### src/rtl/rec_defs.svh
`ifndef REC_DEFS_SVH
`define REC_DEFS_SVH

// ----------------------------------------------------------------------
// video path sizes
// ----------------------------------------------------------------------
`define REC_PIX_LANES    10        // pixels per clk from the camera block
`define REC_PIX_W        8
`define REC_FIFO_DEPTH   16        // video buffer entries
`define REC_ADDR_W       24        // storage word address
`define REC_CNT_W        12        // frame and drop counters

// ----------------------------------------------------------------------
// user register channel
// ----------------------------------------------------------------------
`define REC_CMD_ADDR_W   4         // upper bits of the 16-bit write word
`define REC_CMD_DATA_W   12
`define REC_LIMIT_W      8         // frame limit, 0 = unlimited

`define REC_REG_CTRL     4'd0
`define REC_REG_FRAMES   4'd1
`define REC_REG_DROPS    4'd2

// CTRL data layout
`define REC_CTRL_EN_BIT  0         // record enable
`define REC_CTRL_LIM_LSB 4         // limit in data[11:4]

`endif

### src/rtl/rec_pkg.sv
`include "rec_defs.svh"

package rec_pkg;

    // ------------------------------------------------------------------
    // video stream
    // ------------------------------------------------------------------
    // lane 0 in the low byte
    typedef logic [`REC_PIX_LANES-1:0][`REC_PIX_W-1:0] pix_group_t;

    typedef struct packed {
        logic       sof;            // first group of a frame
        logic       sol;            // first group of a line
        pix_group_t pix;
    } vid_word_t;                   // 82 bits

    // one beat toward the storage sink
    typedef struct packed {
        logic [`REC_ADDR_W-1:0] addr;
        vid_word_t              word;
    } rec_beat_t;

    // ------------------------------------------------------------------
    // user channel
    // ------------------------------------------------------------------
    typedef struct packed {
        logic [`REC_CMD_ADDR_W-1:0] addr;   // register select
        logic [`REC_CMD_DATA_W-1:0] data;
    } cfg_cmd_t;

    typedef struct packed {
        logic                    en;
        logic [`REC_LIMIT_W-1:0] limit;
    } rec_ctrl_t;

    // status byte, bit 0 is recording
    typedef struct packed {
        logic [3:0] rsvd;           // reads zero
        logic       limit_hit;
        logic       empty;          // video buffer empty
        logic       ovf_seen;       // sticky until next enable
        logic       recording;
    } rec_stat_t;

endpackage

### src/rtl/video_capture.sv
`timescale 1ns/100ps
`include "rec_defs.svh"

module video_capture import rec_pkg::*; (
    input  logic                  clk,
    input  logic                  i_reset,
    input  pix_group_t            i_pix,
    input  logic                  i_fval,
    input  logic                  i_lval,
    input  rec_ctrl_t             i_ctrl,
    input  logic                  i_ctrl_wr,     // enable write pulse
    output vid_word_t             o_word,
    output logic                  o_word_valid,
    input  logic                  i_word_ready,
    output logic [`REC_CNT_W-1:0] o_frames,
    output logic [`REC_CNT_W-1:0] o_drops,
    output logic                  o_recording,
    output logic                  o_limit_hit
);

    typedef enum logic [1:0] {ST_IDLE, ST_ARMED, ST_REC, ST_STOP} cap_state_t;

    cap_state_t state;
    logic       fval_q;
    logic       sof_pend;       // next valid group opens a frame
    logic       sol_pend;       // next valid group opens a line
    logic       grp_valid;
    logic       frame_end;
    logic       at_limit;
    logic       take;           // group goes out as a stream word

    assign grp_valid = i_fval & i_lval;
    assign frame_end = fval_q & ~i_fval;   // falling fval
    assign at_limit  = (i_ctrl.limit != '0) &&
                       (o_frames == `REC_CNT_W'(i_ctrl.limit));

    // armed waits for a frame start, never joins mid-frame
    assign take = grp_valid &&
                  ((state == ST_REC) || (state == ST_ARMED && i_ctrl.en && sof_pend));

    assign o_recording = (state == ST_ARMED) || (state == ST_REC);

    // ------------------------------------------------------------------
    // strobe edges, gating FSM, counters
    // ------------------------------------------------------------------
    always_ff @(posedge clk) begin
        if (i_reset) begin
            state        <= ST_IDLE;
            fval_q       <= 1'b0;
            sof_pend     <= 1'b0;    // no start flag if reset lands mid-frame
            sol_pend     <= 1'b0;
            o_word_valid <= 1'b0;
            o_frames     <= '0;
            o_drops      <= '0;
            o_limit_hit  <= 1'b0;
        end else begin
            fval_q <= i_fval;
            if (!i_fval)
                sof_pend <= 1'b1;
            else if (grp_valid)
                sof_pend <= 1'b0;
            if (!i_lval)
                sol_pend <= 1'b1;
            else if (grp_valid)
                sol_pend <= 1'b0;

            o_word_valid <= take;
            if (o_word_valid && !i_word_ready)
                o_drops <= o_drops + 1'b1;   // buffer full, word lost

            case (state)
                ST_IDLE, ST_STOP: begin
                    if (i_ctrl_wr && i_ctrl.en)
                        state <= ST_ARMED;
                end
                ST_ARMED: begin
                    if (!i_ctrl.en) begin
                        state <= ST_IDLE;
                    end else if (take) begin
                        state    <= ST_REC;
                        o_frames <= o_frames + 1'b1;
                    end
                end
                ST_REC: begin
                    // decide only on whole-frame boundaries
                    if (frame_end) begin
                        if (!i_ctrl.en) begin
                            state <= ST_IDLE;
                        end else if (at_limit) begin
                            state       <= ST_STOP;
                            o_limit_hit <= 1'b1;
                        end else begin
                            state <= ST_ARMED;
                        end
                    end
                end
                default: state <= ST_IDLE;
            endcase

            if (i_ctrl_wr && i_ctrl.en) begin   // fresh run
                o_frames    <= '0;
                o_drops     <= '0;
                o_limit_hit <= 1'b0;
            end
        end
    end

    // stream word, flags qualified by take
    always_ff @(posedge clk) begin
        o_word.pix <= i_pix;
        o_word.sof <= take & sof_pend;
        o_word.sol <= take & sol_pend;
    end

    // a frame's first word opens a line too
    a_sof_sol: assert property (@(posedge clk) disable iff (i_reset)
        (o_word_valid && o_word.sof) |-> o_word.sol);

endmodule

### src/rtl/stream_fifo.sv
`timescale 1ns/100ps

module stream_fifo #(
    parameter type T     = logic [7:0],
    parameter int  DEPTH = 16
) (
    input  logic clk,
    input  logic i_reset,
    input  T     i_data,
    input  logic i_valid,
    output logic o_ready,
    output T     o_data,
    output logic o_valid,
    input  logic i_ready,
    output logic o_empty
);

    localparam int PTR_W = (DEPTH > 1) ? $clog2(DEPTH) : 1;
    localparam int CNT_W = $clog2(DEPTH + 1);
    localparam logic [CNT_W-1:0] FULL   = CNT_W'(DEPTH);
    localparam logic [PTR_W-1:0] LAST_P = PTR_W'(DEPTH - 1);

    T                 mem [DEPTH];
    logic [PTR_W-1:0] wr_ptr;
    logic [PTR_W-1:0] rd_ptr;
    logic [CNT_W-1:0] count;      // occupancy
    logic             push;
    logic             pop;

    assign o_ready = (count != FULL);   // full stays full even with a pop
    assign o_empty = (count == '0);
    assign o_valid = ~o_empty;
    assign o_data  = mem[rd_ptr];       // head, stable until popped
    assign push    = i_valid & o_ready;
    assign pop     = o_valid & i_ready;

    always_ff @(posedge clk) begin
        if (push)
            mem[wr_ptr] <= i_data;
    end

    // ------------------------------------------------------------------
    // pointers and count
    // ------------------------------------------------------------------
    always_ff @(posedge clk) begin
        if (i_reset) begin
            wr_ptr <= '0;
            rd_ptr <= '0;
            count  <= '0;
        end else begin
            if (push)
                wr_ptr <= (wr_ptr == LAST_P) ? '0 : wr_ptr + 1'b1;
            if (pop)
                rd_ptr <= (rd_ptr == LAST_P) ? '0 : rd_ptr + 1'b1;
            case ({push, pop})
                2'b10:   count <= count + 1'b1;
                2'b01:   count <= count - 1'b1;
                default: count <= count;      // both or neither
            endcase
        end
    end

    a_count_bound: assert property (@(posedge clk) disable iff (i_reset)
        count <= FULL);

    // full and empty both leave the pointers level
    a_ptr_level: assert property (@(posedge clk) disable iff (i_reset)
        (o_empty || count == FULL) |-> (wr_ptr == rd_ptr));

endmodule

### src/rtl/usr_ctrl_regs.sv
`timescale 1ns/100ps
`include "rec_defs.svh"

module usr_ctrl_regs import rec_pkg::*; (
    input  logic                  clk,
    input  logic                  i_reset,
    input  logic                  i_usr_tx_wr,
    input  logic                  i_usr_rx_rd,
    input  cfg_cmd_t              i_usr_txd,
    output logic [15:0]           o_usr_rxd,
    output rec_stat_t             o_usr_status,
    output rec_ctrl_t             o_ctrl,
    output logic                  o_ctrl_wr,     // pulse on a write that sets enable
    input  logic [`REC_CNT_W-1:0] i_frames,
    input  logic [`REC_CNT_W-1:0] i_drops,
    input  logic                  i_recording,
    input  logic                  i_limit_hit,
    input  logic                  i_fifo_empty
);

    logic                      ctrl_sel;
    logic [`REC_CNT_W-1:0]     drops_q;
    logic                      ovf_seen;
    logic [`REC_CMD_DATA_W-1:0] ctrl_rd;    // CTRL as written

    assign ctrl_sel = i_usr_tx_wr && (i_usr_txd.addr == `REC_REG_CTRL);

    // ------------------------------------------------------------------
    // write side
    // ------------------------------------------------------------------
    always_ff @(posedge clk) begin
        if (i_reset) begin
            o_ctrl    <= '0;
            o_ctrl_wr <= 1'b0;
        end else begin
            o_ctrl_wr <= ctrl_sel && i_usr_txd.data[`REC_CTRL_EN_BIT];
            if (ctrl_sel) begin
                o_ctrl.en    <= i_usr_txd.data[`REC_CTRL_EN_BIT];
                o_ctrl.limit <= i_usr_txd.data[`REC_CTRL_LIM_LSB +: `REC_LIMIT_W];
            end
        end
    end

    // sticky overflow
    // a move to zero is the counter clearing, not a drop
    always_ff @(posedge clk) begin
        if (i_reset) begin
            drops_q  <= '0;
            ovf_seen <= 1'b0;
        end else begin
            drops_q <= i_drops;
            if (o_ctrl_wr)
                ovf_seen <= 1'b0;
            else if (i_drops != drops_q && i_drops != '0)
                ovf_seen <= 1'b1;
        end
    end

    // ------------------------------------------------------------------
    // read side
    // ------------------------------------------------------------------
    always_comb begin
        ctrl_rd = '0;
        ctrl_rd[`REC_CTRL_EN_BIT] = o_ctrl.en;
        ctrl_rd[`REC_CTRL_LIM_LSB +: `REC_LIMIT_W] = o_ctrl.limit;
    end

    always_ff @(posedge clk) begin
        if (i_reset) begin
            o_usr_rxd <= '0;
        end else if (i_usr_rx_rd) begin      // held until next read
            case (i_usr_txd.addr)
                `REC_REG_CTRL:   o_usr_rxd <= 16'(ctrl_rd);
                `REC_REG_FRAMES: o_usr_rxd <= 16'(i_frames);
                `REC_REG_DROPS:  o_usr_rxd <= 16'(i_drops);
                default:         o_usr_rxd <= '0;   // unmapped
            endcase
        end
    end

    // live status byte
    always_comb begin
        o_usr_status           = '0;
        o_usr_status.recording = i_recording;
        o_usr_status.ovf_seen  = ovf_seen;
        o_usr_status.empty     = i_fifo_empty;
        o_usr_status.limit_hit = i_limit_hit;
    end

endmodule

### src/rtl/rec_writer.sv
`timescale 1ns/100ps
`include "rec_defs.svh"

module rec_writer import rec_pkg::*; (
    input  logic      clk,
    input  logic      i_reset,
    input  logic      i_start,        // enable write, restart addresses
    input  vid_word_t i_word,
    input  logic      i_word_valid,
    output logic      o_word_ready,
    output rec_beat_t o_rec,
    output logic      o_rec_valid,
    input  logic      i_rec_ready
);

    logic [`REC_ADDR_W-1:0] addr_q;       // next address to hand out
    logic [`REC_ADDR_W-1:0] addr_base;
    logic                   load;

    // one slot, refilled in the cycle its beat leaves
    assign o_word_ready = ~o_rec_valid | i_rec_ready;
    assign load         = i_word_valid & o_word_ready;
    assign addr_base    = i_start ? '0 : addr_q;

    always_ff @(posedge clk) begin
        if (i_reset) begin
            o_rec_valid <= 1'b0;
            addr_q      <= '0;
        end else begin
            if (load) begin
                o_rec_valid <= 1'b1;
                addr_q      <= addr_base + 1'b1;
            end else begin
                if (i_rec_ready)
                    o_rec_valid <= 1'b0;   // beat taken, nothing behind it
                addr_q <= addr_base;
            end
        end
    end

    // beat payload
    always_ff @(posedge clk) begin
        if (load) begin
            o_rec.addr <= addr_base;
            o_rec.word <= i_word;
        end
    end

    // sink sees a steady beat under back-pressure
    a_hold_beat: assert property (@(posedge clk) disable iff (i_reset)
        (o_rec_valid && !i_rec_ready) |=> (o_rec_valid && $stable(o_rec)));

endmodule

### src/rtl/rec_top.sv
`timescale 1ns/100ps
`include "rec_defs.svh"

module rec_top import rec_pkg::*; (
    input  logic       clk,
    input  logic       i_reset,
    // camera
    input  pix_group_t i_pix,
    input  logic       i_fval,
    input  logic       i_lval,
    // record port toward storage
    output rec_beat_t  o_rec,
    output logic       o_rec_valid,
    input  logic       i_rec_ready,
    // user register channel
    input  logic       i_usr_tx_wr,
    input  logic       i_usr_rx_rd,
    input  cfg_cmd_t   i_usr_txd,
    output logic [15:0] o_usr_rxd,
    output rec_stat_t  o_usr_status
);

    vid_word_t             cap_word;
    logic                  cap_valid;
    logic                  cap_ready;
    vid_word_t             buf_word;
    logic                  buf_valid;
    logic                  buf_ready;
    logic                  fifo_empty;
    rec_ctrl_t             ctrl;
    logic                  ctrl_wr;
    logic [`REC_CNT_W-1:0] frames;
    logic [`REC_CNT_W-1:0] drops;
    logic                  recording;
    logic                  limit_hit;

    // ------------------------------------------------------------------
    // capture -> buffer -> writer
    // ------------------------------------------------------------------
    video_capture u_capture (
        .clk         (clk),
        .i_reset     (i_reset),
        .i_pix       (i_pix),
        .i_fval      (i_fval),
        .i_lval      (i_lval),
        .i_ctrl      (ctrl),
        .i_ctrl_wr   (ctrl_wr),
        .o_word      (cap_word),
        .o_word_valid(cap_valid),
        .i_word_ready(cap_ready),
        .o_frames    (frames),
        .o_drops     (drops),
        .o_recording (recording),
        .o_limit_hit (limit_hit)
    );

    stream_fifo #(
        .T    (vid_word_t),
        .DEPTH(`REC_FIFO_DEPTH)
    ) u_vid_fifo (
        .clk    (clk),
        .i_reset(i_reset),
        .i_data (cap_word),
        .i_valid(cap_valid),
        .o_ready(cap_ready),
        .o_data (buf_word),
        .o_valid(buf_valid),
        .i_ready(buf_ready),
        .o_empty(fifo_empty)
    );

    rec_writer u_writer (
        .clk         (clk),
        .i_reset     (i_reset),
        .i_start     (ctrl_wr),
        .i_word      (buf_word),
        .i_word_valid(buf_valid),
        .o_word_ready(buf_ready),
        .o_rec       (o_rec),
        .o_rec_valid (o_rec_valid),
        .i_rec_ready (i_rec_ready)
    );

    // registers
    usr_ctrl_regs u_regs (
        .clk         (clk),
        .i_reset     (i_reset),
        .i_usr_tx_wr (i_usr_tx_wr),
        .i_usr_rx_rd (i_usr_rx_rd),
        .i_usr_txd   (i_usr_txd),
        .o_usr_rxd   (o_usr_rxd),
        .o_usr_status(o_usr_status),
        .o_ctrl      (ctrl),
        .o_ctrl_wr   (ctrl_wr),
        .i_frames    (frames),
        .i_drops     (drops),
        .i_recording (recording),
        .i_limit_hit (limit_hit),
        .i_fifo_empty(fifo_empty)
    );

endmodule

### config.mk
export PLATFORM = sky130hd
export DESIGN_NAME = rec_top
export DESIGN_NICKNAME = d
export VERILOG_FILES = /design/src/rtl/rec_pkg.sv /design/src/rtl/video_capture.sv /design/src/rtl/stream_fifo.sv /design/src/rtl/usr_ctrl_regs.sv /design/src/rtl/rec_writer.sv /design/src/rtl/rec_top.sv
export VERILOG_INCLUDE_DIRS = /design/src /design/src/rtl
export SDC_FILE = /design/constraint.sdc
export NUM_CORES = 2
export LEC_CHECK = 0
export BUFFER_PORTS_ARGS = -buffer_cell sky130_fd_sc_hd__clkbuf_2
export CAP_MARGIN = 0
export CELL_PAD_IN_SITES_DETAIL_PLACEMENT = 1
export CELL_PAD_IN_SITES_GLOBAL_PLACEMENT = 1
export CORE_MARGIN = 1.5
export CORE_UTILIZATION = 49
export CTS_CLUSTER_SIZE = 30
export DETAILED_ROUTE_END_ITERATION = 6
export PLACE_DENSITY = 0.85
export SYNTH_ARGS = -nofsm -noshare
export SYNTH_HDL_FRONTEND = slang
export SYNTH_SLANG_ARGS = --single-unit
### constraint.sdc
create_clock -name clk -period 6.8 [get_ports clk]
set_input_delay 1.36 -clock clk [delete_from_list [all_inputs] [get_ports clk]]
set_output_delay 1.36 -clock clk [all_outputs]
set_load 0.01 [all_outputs]
* After elaboration in Yosys (flattened, before gate mapping)
Memories as Yosys holds them, arrays and structs flattened. A register that Yosys moved wholly into a read port is not among the register bits.
Cells that the tools add are included.
** Operators by class
- Add/subtract/negate cells :: 7
- Bitwise logic cells :: 10
- Reductions and logical operators :: 25
- Mux-type cells :: 20
- Equality and inequality tests :: 17
** Operators with widths (count)
- $mux W24 :: 2
- $pmux W12 S3 :: 1
- $add A12 B1 Y12 const B :: 2
- $add A24 B1 Y24 const B :: 1
- $eq A12 B8 Y1 :: 1
- $mux W2 :: 6
- $ne A12 B12 Y1 :: 1
- $reduce_bool A12 Y1 :: 1
- $pmux W5 S2 :: 1
- $logic_and A1 B1 Y1 :: 9
- $add A4 B1 Y4 const B :: 2
- $eq A4 B4 Y1 const B :: 2
- $mux W4 :: 2
- $ne A2 B1 Y1 const B :: 4
- $reduce_bool A8 Y1 :: 1
- $mux W1 :: 7
- $and A1 B1 Y1 :: 6
- $eq A2 B2 Y1 const B :: 3
- $pmux W2 S3 :: 1
- $reduce_and A3 Y1 :: 2
- $reduce_or A2 Y1 :: 3
- $add A5 B1 Y5 const B :: 1
- $logic_not A5 Y1 :: 1
- $ne A5 B5 Y1 const B :: 1
- other kinds (13) :: 18
** Word-level totals
- Memory bits (writable) :: 1312
- Output and inout bits :: 131
- Bits of input ports :: 103
- Memories :: 1
- Word-level logic and storage cells :: 112
- Register bits :: 214
** Memories
- u_vid_fifo.mem :: depth 16, width 82, read ports 1, clocked after Yosys merged registers in 1, write ports 1, line stream_fifo.sv:23 : T mem [DEPTH];

* Logic depth before layout (Yosys ltp)
- Depth in word-level cells :: 8
- Mapped depth :: 13
- Depth with buffers taken out :: 10

* Cells and area by module
From an unflattened synthesis, not the netlist that was laid out.
** Unflattened totals
- Cell total of the unflattened synthesis :: 2825
- Area, all modules :: 59427.0 µm²
** Modules (own cells, without submodules)
- stream_fifo :: area each 49976.7 µm², sequential area each 39738.1 µm², instances 1, cells an instance 2127
- rec_writer :: area each 4534.3 µm², sequential area each 3683.5 µm², instances 1, cells an instance 263
- video_capture :: area each 3228.1 µm², sequential area each 2262.2 µm², instances 1, cells an instance 262
- usr_ctrl_regs :: area each 1687.9 µm², sequential area each 700.7 µm², instances 1, cells an instance 173

* Worst setup path before layout
Ideal clock, no wire load.
- Kind :: flip-flop to flip-flop
- Start point :: register u_vid_fifo.count[2]
- End point :: memory u_vid_fifo.mem[0][0] (netlist bit), enable pin
- Buffers on the path :: 1
- Arrival time :: 6531 ps
- Library setup time :: 623 ps
- Clock period less this slack :: 7154 ps
- Stages on the path, launching flop included :: 6
- Required time :: 6177 ps
- Setup slack :: -354 ps
- Cells stage by stage :: dfxtp_1 buf_2 nor4_4 a21oi_2 nand2_1 nor3_1
** Between the ends
- Longest elaborated chain between the ends :: 4
** RTL lines
- start, declared :: line stream_fifo.sv:26 : logic [CNT_W-1:0] count;
- start signal, assigned :: line stream_fifo.sv:56 : 2'b10: count <= count + 1'b1;
- start signal, assigned :: line stream_fifo.sv:57 : 2'b01: count <= count - 1'b1;
- start signal, assigned :: line stream_fifo.sv:58 : default: count <= count;
- $ne A5 B5 Y1 :: line stream_fifo.sv:30 : assign o_ready = (count != FULL);
- $and A1 B1 Y1 :: line stream_fifo.sv:34 : assign push = i_valid & o_ready;
- $mux W1 :: line stream_fifo.sv:38 : if (push)
- $mux W1 (implied by the code) :: line stream_fifo.sv:39 : mem[wr_ptr] <= i_data;
- end, declared :: line stream_fifo.sv:23
No other way between the ends.

* Worst setup path in the final report
- Start point :: register u_vid_fifo.count[4]
- End point :: memory u_vid_fifo.mem[3][39] (netlist bit), enable pin
The elaborated chain is that of the path after synthesis.

==> results_dict.tcl <==
set metrics [dict create \
    async_reset_ff_frac 0 \
    dp_hpwl_um 74600 \
    yosys.cell_count.top_type "edfxtp_1" \
    postCtsHoldBufs 0 \
    yosysSeqAreaShare 0.770 \
    syn_inst 2954 \
    worstSetupPathType "flop to flop" \
    cap_violations 0 \
    gp_congestion 0.786 \
    grt_max_degree 160 \
    netlist_area_um2 60200 \
    internal-power_mw 18.7 \
    nets 3332 \
    numCtsBuffers 159 \
    rsz0062_at_grt "no" \
    floorplan.initialDensity 0.494 \
    via_per_inst 6.12 \
    tightestPinTransition_ns 1.32 \
    wire_per_inst_um 30.0 \
    grt_pass1_wl_um 220000 \
    hold_viol_final 0 \
    finalWirelength_um 149000 \
    power_frac_seq 0.460 \
    fin_area_um2 68700 \
    clk_pin_slew_ns 0.06 \
    drv_slew 0 \
    synth_top_area_cell "edfxtp_1" \
    cp-end-kind "flop" \
    grt_use_total 0.241 \
    postCtsSetupRepairBufs 0 \
    drc_errors 0 \
    cts_buffer_depth 3 \
    drive_above_1_share 0.265 \
    via_count 30500 \
    critPathLaunchType "flop" \
    clock_sinks 1604 \
    finalCritPeriodShare 0.580 \
    dp_cells 4678 \
    finalPower_mw 25.5 \
    io_buffers 222 \
    period_needed_ns 3.95 \
    crit_slowest_cell "buf_4" \
    slowest_delay_ns 0.90 \
    leakage_nw 21.7 \
    ys_top_cells_by_area "edfxtp_1 (71%), mux4_2 (12%), dfxtp_1 (6.2%)" \
    antenna_found_initial 11 \
    firstDrtPassIters 5 \
    vdd_drop_max_mv 0.353 \
    fin_skew_ns 0.0475 \
    synth_top_area_frac 0.708 \
    instances_no_fill 4976 \
    path_common_cell "buf_4" \
    yosys.cell_types.count 69 \
    die_w_um 353 \
    power.density_nw_per_um2 372 \
    synth-edff-count 1418 \
    fmax_mhz 253 \
    crit_path_max_fanout 47 \
    switchingPower_mw 6.85 \
    slew_headroom 0.120 \
    arrival_ns 4.35 \
    worstPathCellList "inv_1 > o211ai_2 > nor3_4 > buf_4 > buf_4" \
    drt_iter0_markers 3193 \
    area_growth_pct 14.1 \
    p_clk_frac 0.360 \
    crit_required_ns 7.21 \
    tritoncts "yes" \
    setup_viol 0 \
    setup_tns_ns 0 \
    grt_pass1_vias 32200 \
    hold_path.class "flop to flop" \
    die_h_um 353 \
    grt_remaining_overflow 0 \
    htree_levels 4 \
    clk_latency_ns 0.81 \
    ys_warn_count 0 \
    place_area_um2 63200 \
    io_pins 234 \
    combPwrFrac 0.180 \
    cts_resized 0 \
    swShare 0.268 \
    core_um2 122000 \
    ys_ff_latch 1604 \
    cts_root_buf "clkbuf_16" \
    fin_util 0.563 \
    n_fill_cell 10600 \
    syn_area_per_cell_um2 20.4 \
    final_antenna_net_count 0 \
    status "complete, no violations" \
    ys_top_cells_by_count "edfxtp_1 (1418), mux4_2 (328), dfxtp_1 (186)" \
    die-area_um2 125000 \
    num_rows 128 \
    synthFlopType "edfxtp_1" \
]
## cell usage in the layout (no fill, tap or decap), drive strengths merged, types with 9 or more instances in the layout
cell type / count
o21ai: 23
inv: 25
nor4: 15
ha: 15
nor2: 54
edfxtp: 1418
buf: 46
or3: 12
nand2: 76
nor2b: 115
xor2: 17
o31ai: 16
a222oi: 9
xnor2: 22
a21oi: 131
mux4: 328
bufinv: 16
nor3: 9
dfxtp: 186
mux2i: 87
and2: 10
clkinv: 43
or4: 18
a211oi: 85
nand3: 13
nand4: 17
clkbuf: 447
## path summary, 6_finish.rpt
path | from | endpoint | slack [ns] | cells after the start
max | u_vid_fifo.count[4] | u_vid_fifo.mem[3][39] | 2.85 | 5
min | u_regs.o_usr_rxd[7] | u_regs.o_usr_rxd[7] | 0.46 | 2
max reg2reg | u_vid_fifo.count[4] | u_vid_fifo.mem[3][39] | 2.85 | 5
min reg2reg | u_regs.o_usr_rxd[7] | u_regs.o_usr_rxd[7] | 0.46 | 2
## flip-flops by register name (all words and copies together), names as in the netlist, 9 cells and up
register,cells
u_regs.o_usr_rxd,12
u_vid_fifo.mem,1312
u_capture.o_word,82
u_regs.o_ctrl,9
u_regs.drops_q,12
u_writer.addr_q,24
u_capture.o_drops,12
u_capture.o_frames,12
u_writer.o_rec,106
## worst max-delay path: cells and delay by family (launching register included)
family,cells,cell delay [ns]
AO/OA/AOI/OAI,1,0.33
flip-flops,1,0.57
buffers and inverters,3,1.82
AND/OR/NAND/NOR,1,0.77
## cell type report
type | instances | area [um2] | area share
Clock inverter | 71 | 950 | 0.0138
Sequential cell | 1604 | 46300 | 0.675
Inverter | 19 | 76.3 | 0.00111
Timing Repair Buffer | 268 | 1590 | 0.0232
Multi-Input combinational cell | 1162 | 13100 | 0.191
Antenna cell | 2 | 5.00 | 0.0000729
Clock buffer | 225 | 4530 | 0.0660
Tap cell | 1625 | 2030 | 0.0296
## per-stage QoR
step | setup WS (ns) | hold WS (ns)
6_report | 2.85 | 0.460
3_5_place_dp | 2.22 | 0.451
4_1_cts | 2.87 | 0.467
3_3_place_gp | 2.28 | 0.439
5_1_grt | 2.73 | 0.490
2_1_floorplan | 1.85 | 0.426
## logic make-up (layout without fill, tap and decap cells)
kind of cell,Yosys count,count (layout),synth area share
AND/OR/NAND/NOR,377,377,0.0357
buffers and inverters,195,583,0.0146
multiplexers,420,420,0.138
other,1,10,0.0000623
XOR/XNOR,39,39,0.00568
flip-flops,1604,1604,0.770
AO/OA/AOI/OAI,303,303,0.0328
adder cells (fa/ha/maj),15,15,0.00312
## routing by layer
layer / wire length (um) / global-route usage / vias to the layer above
met3: 10300 / 0.0414 / 323
met2: 75500 / 0.402 / 1482
li1: - / - / 12600
met4: 5000 / 0.0916 / 4
met5: 19 / 0 / -
met1: 58400 / 0.318 / 16100
## power groups by stage
stage	sequential, mW	combinational (mW)	clock [mW]
3_5_place_dp	12.0	4.55	0
2_1_floorplan	11.8	3.22	0
5_1_grt	11.8	4.92	9.57
3_3_place_gp	12.0	4.39	0
6_report	11.8	4.60	9.19
4_1_cts	11.8	4.68	9.29
Power figures use the tool's default switching activity.
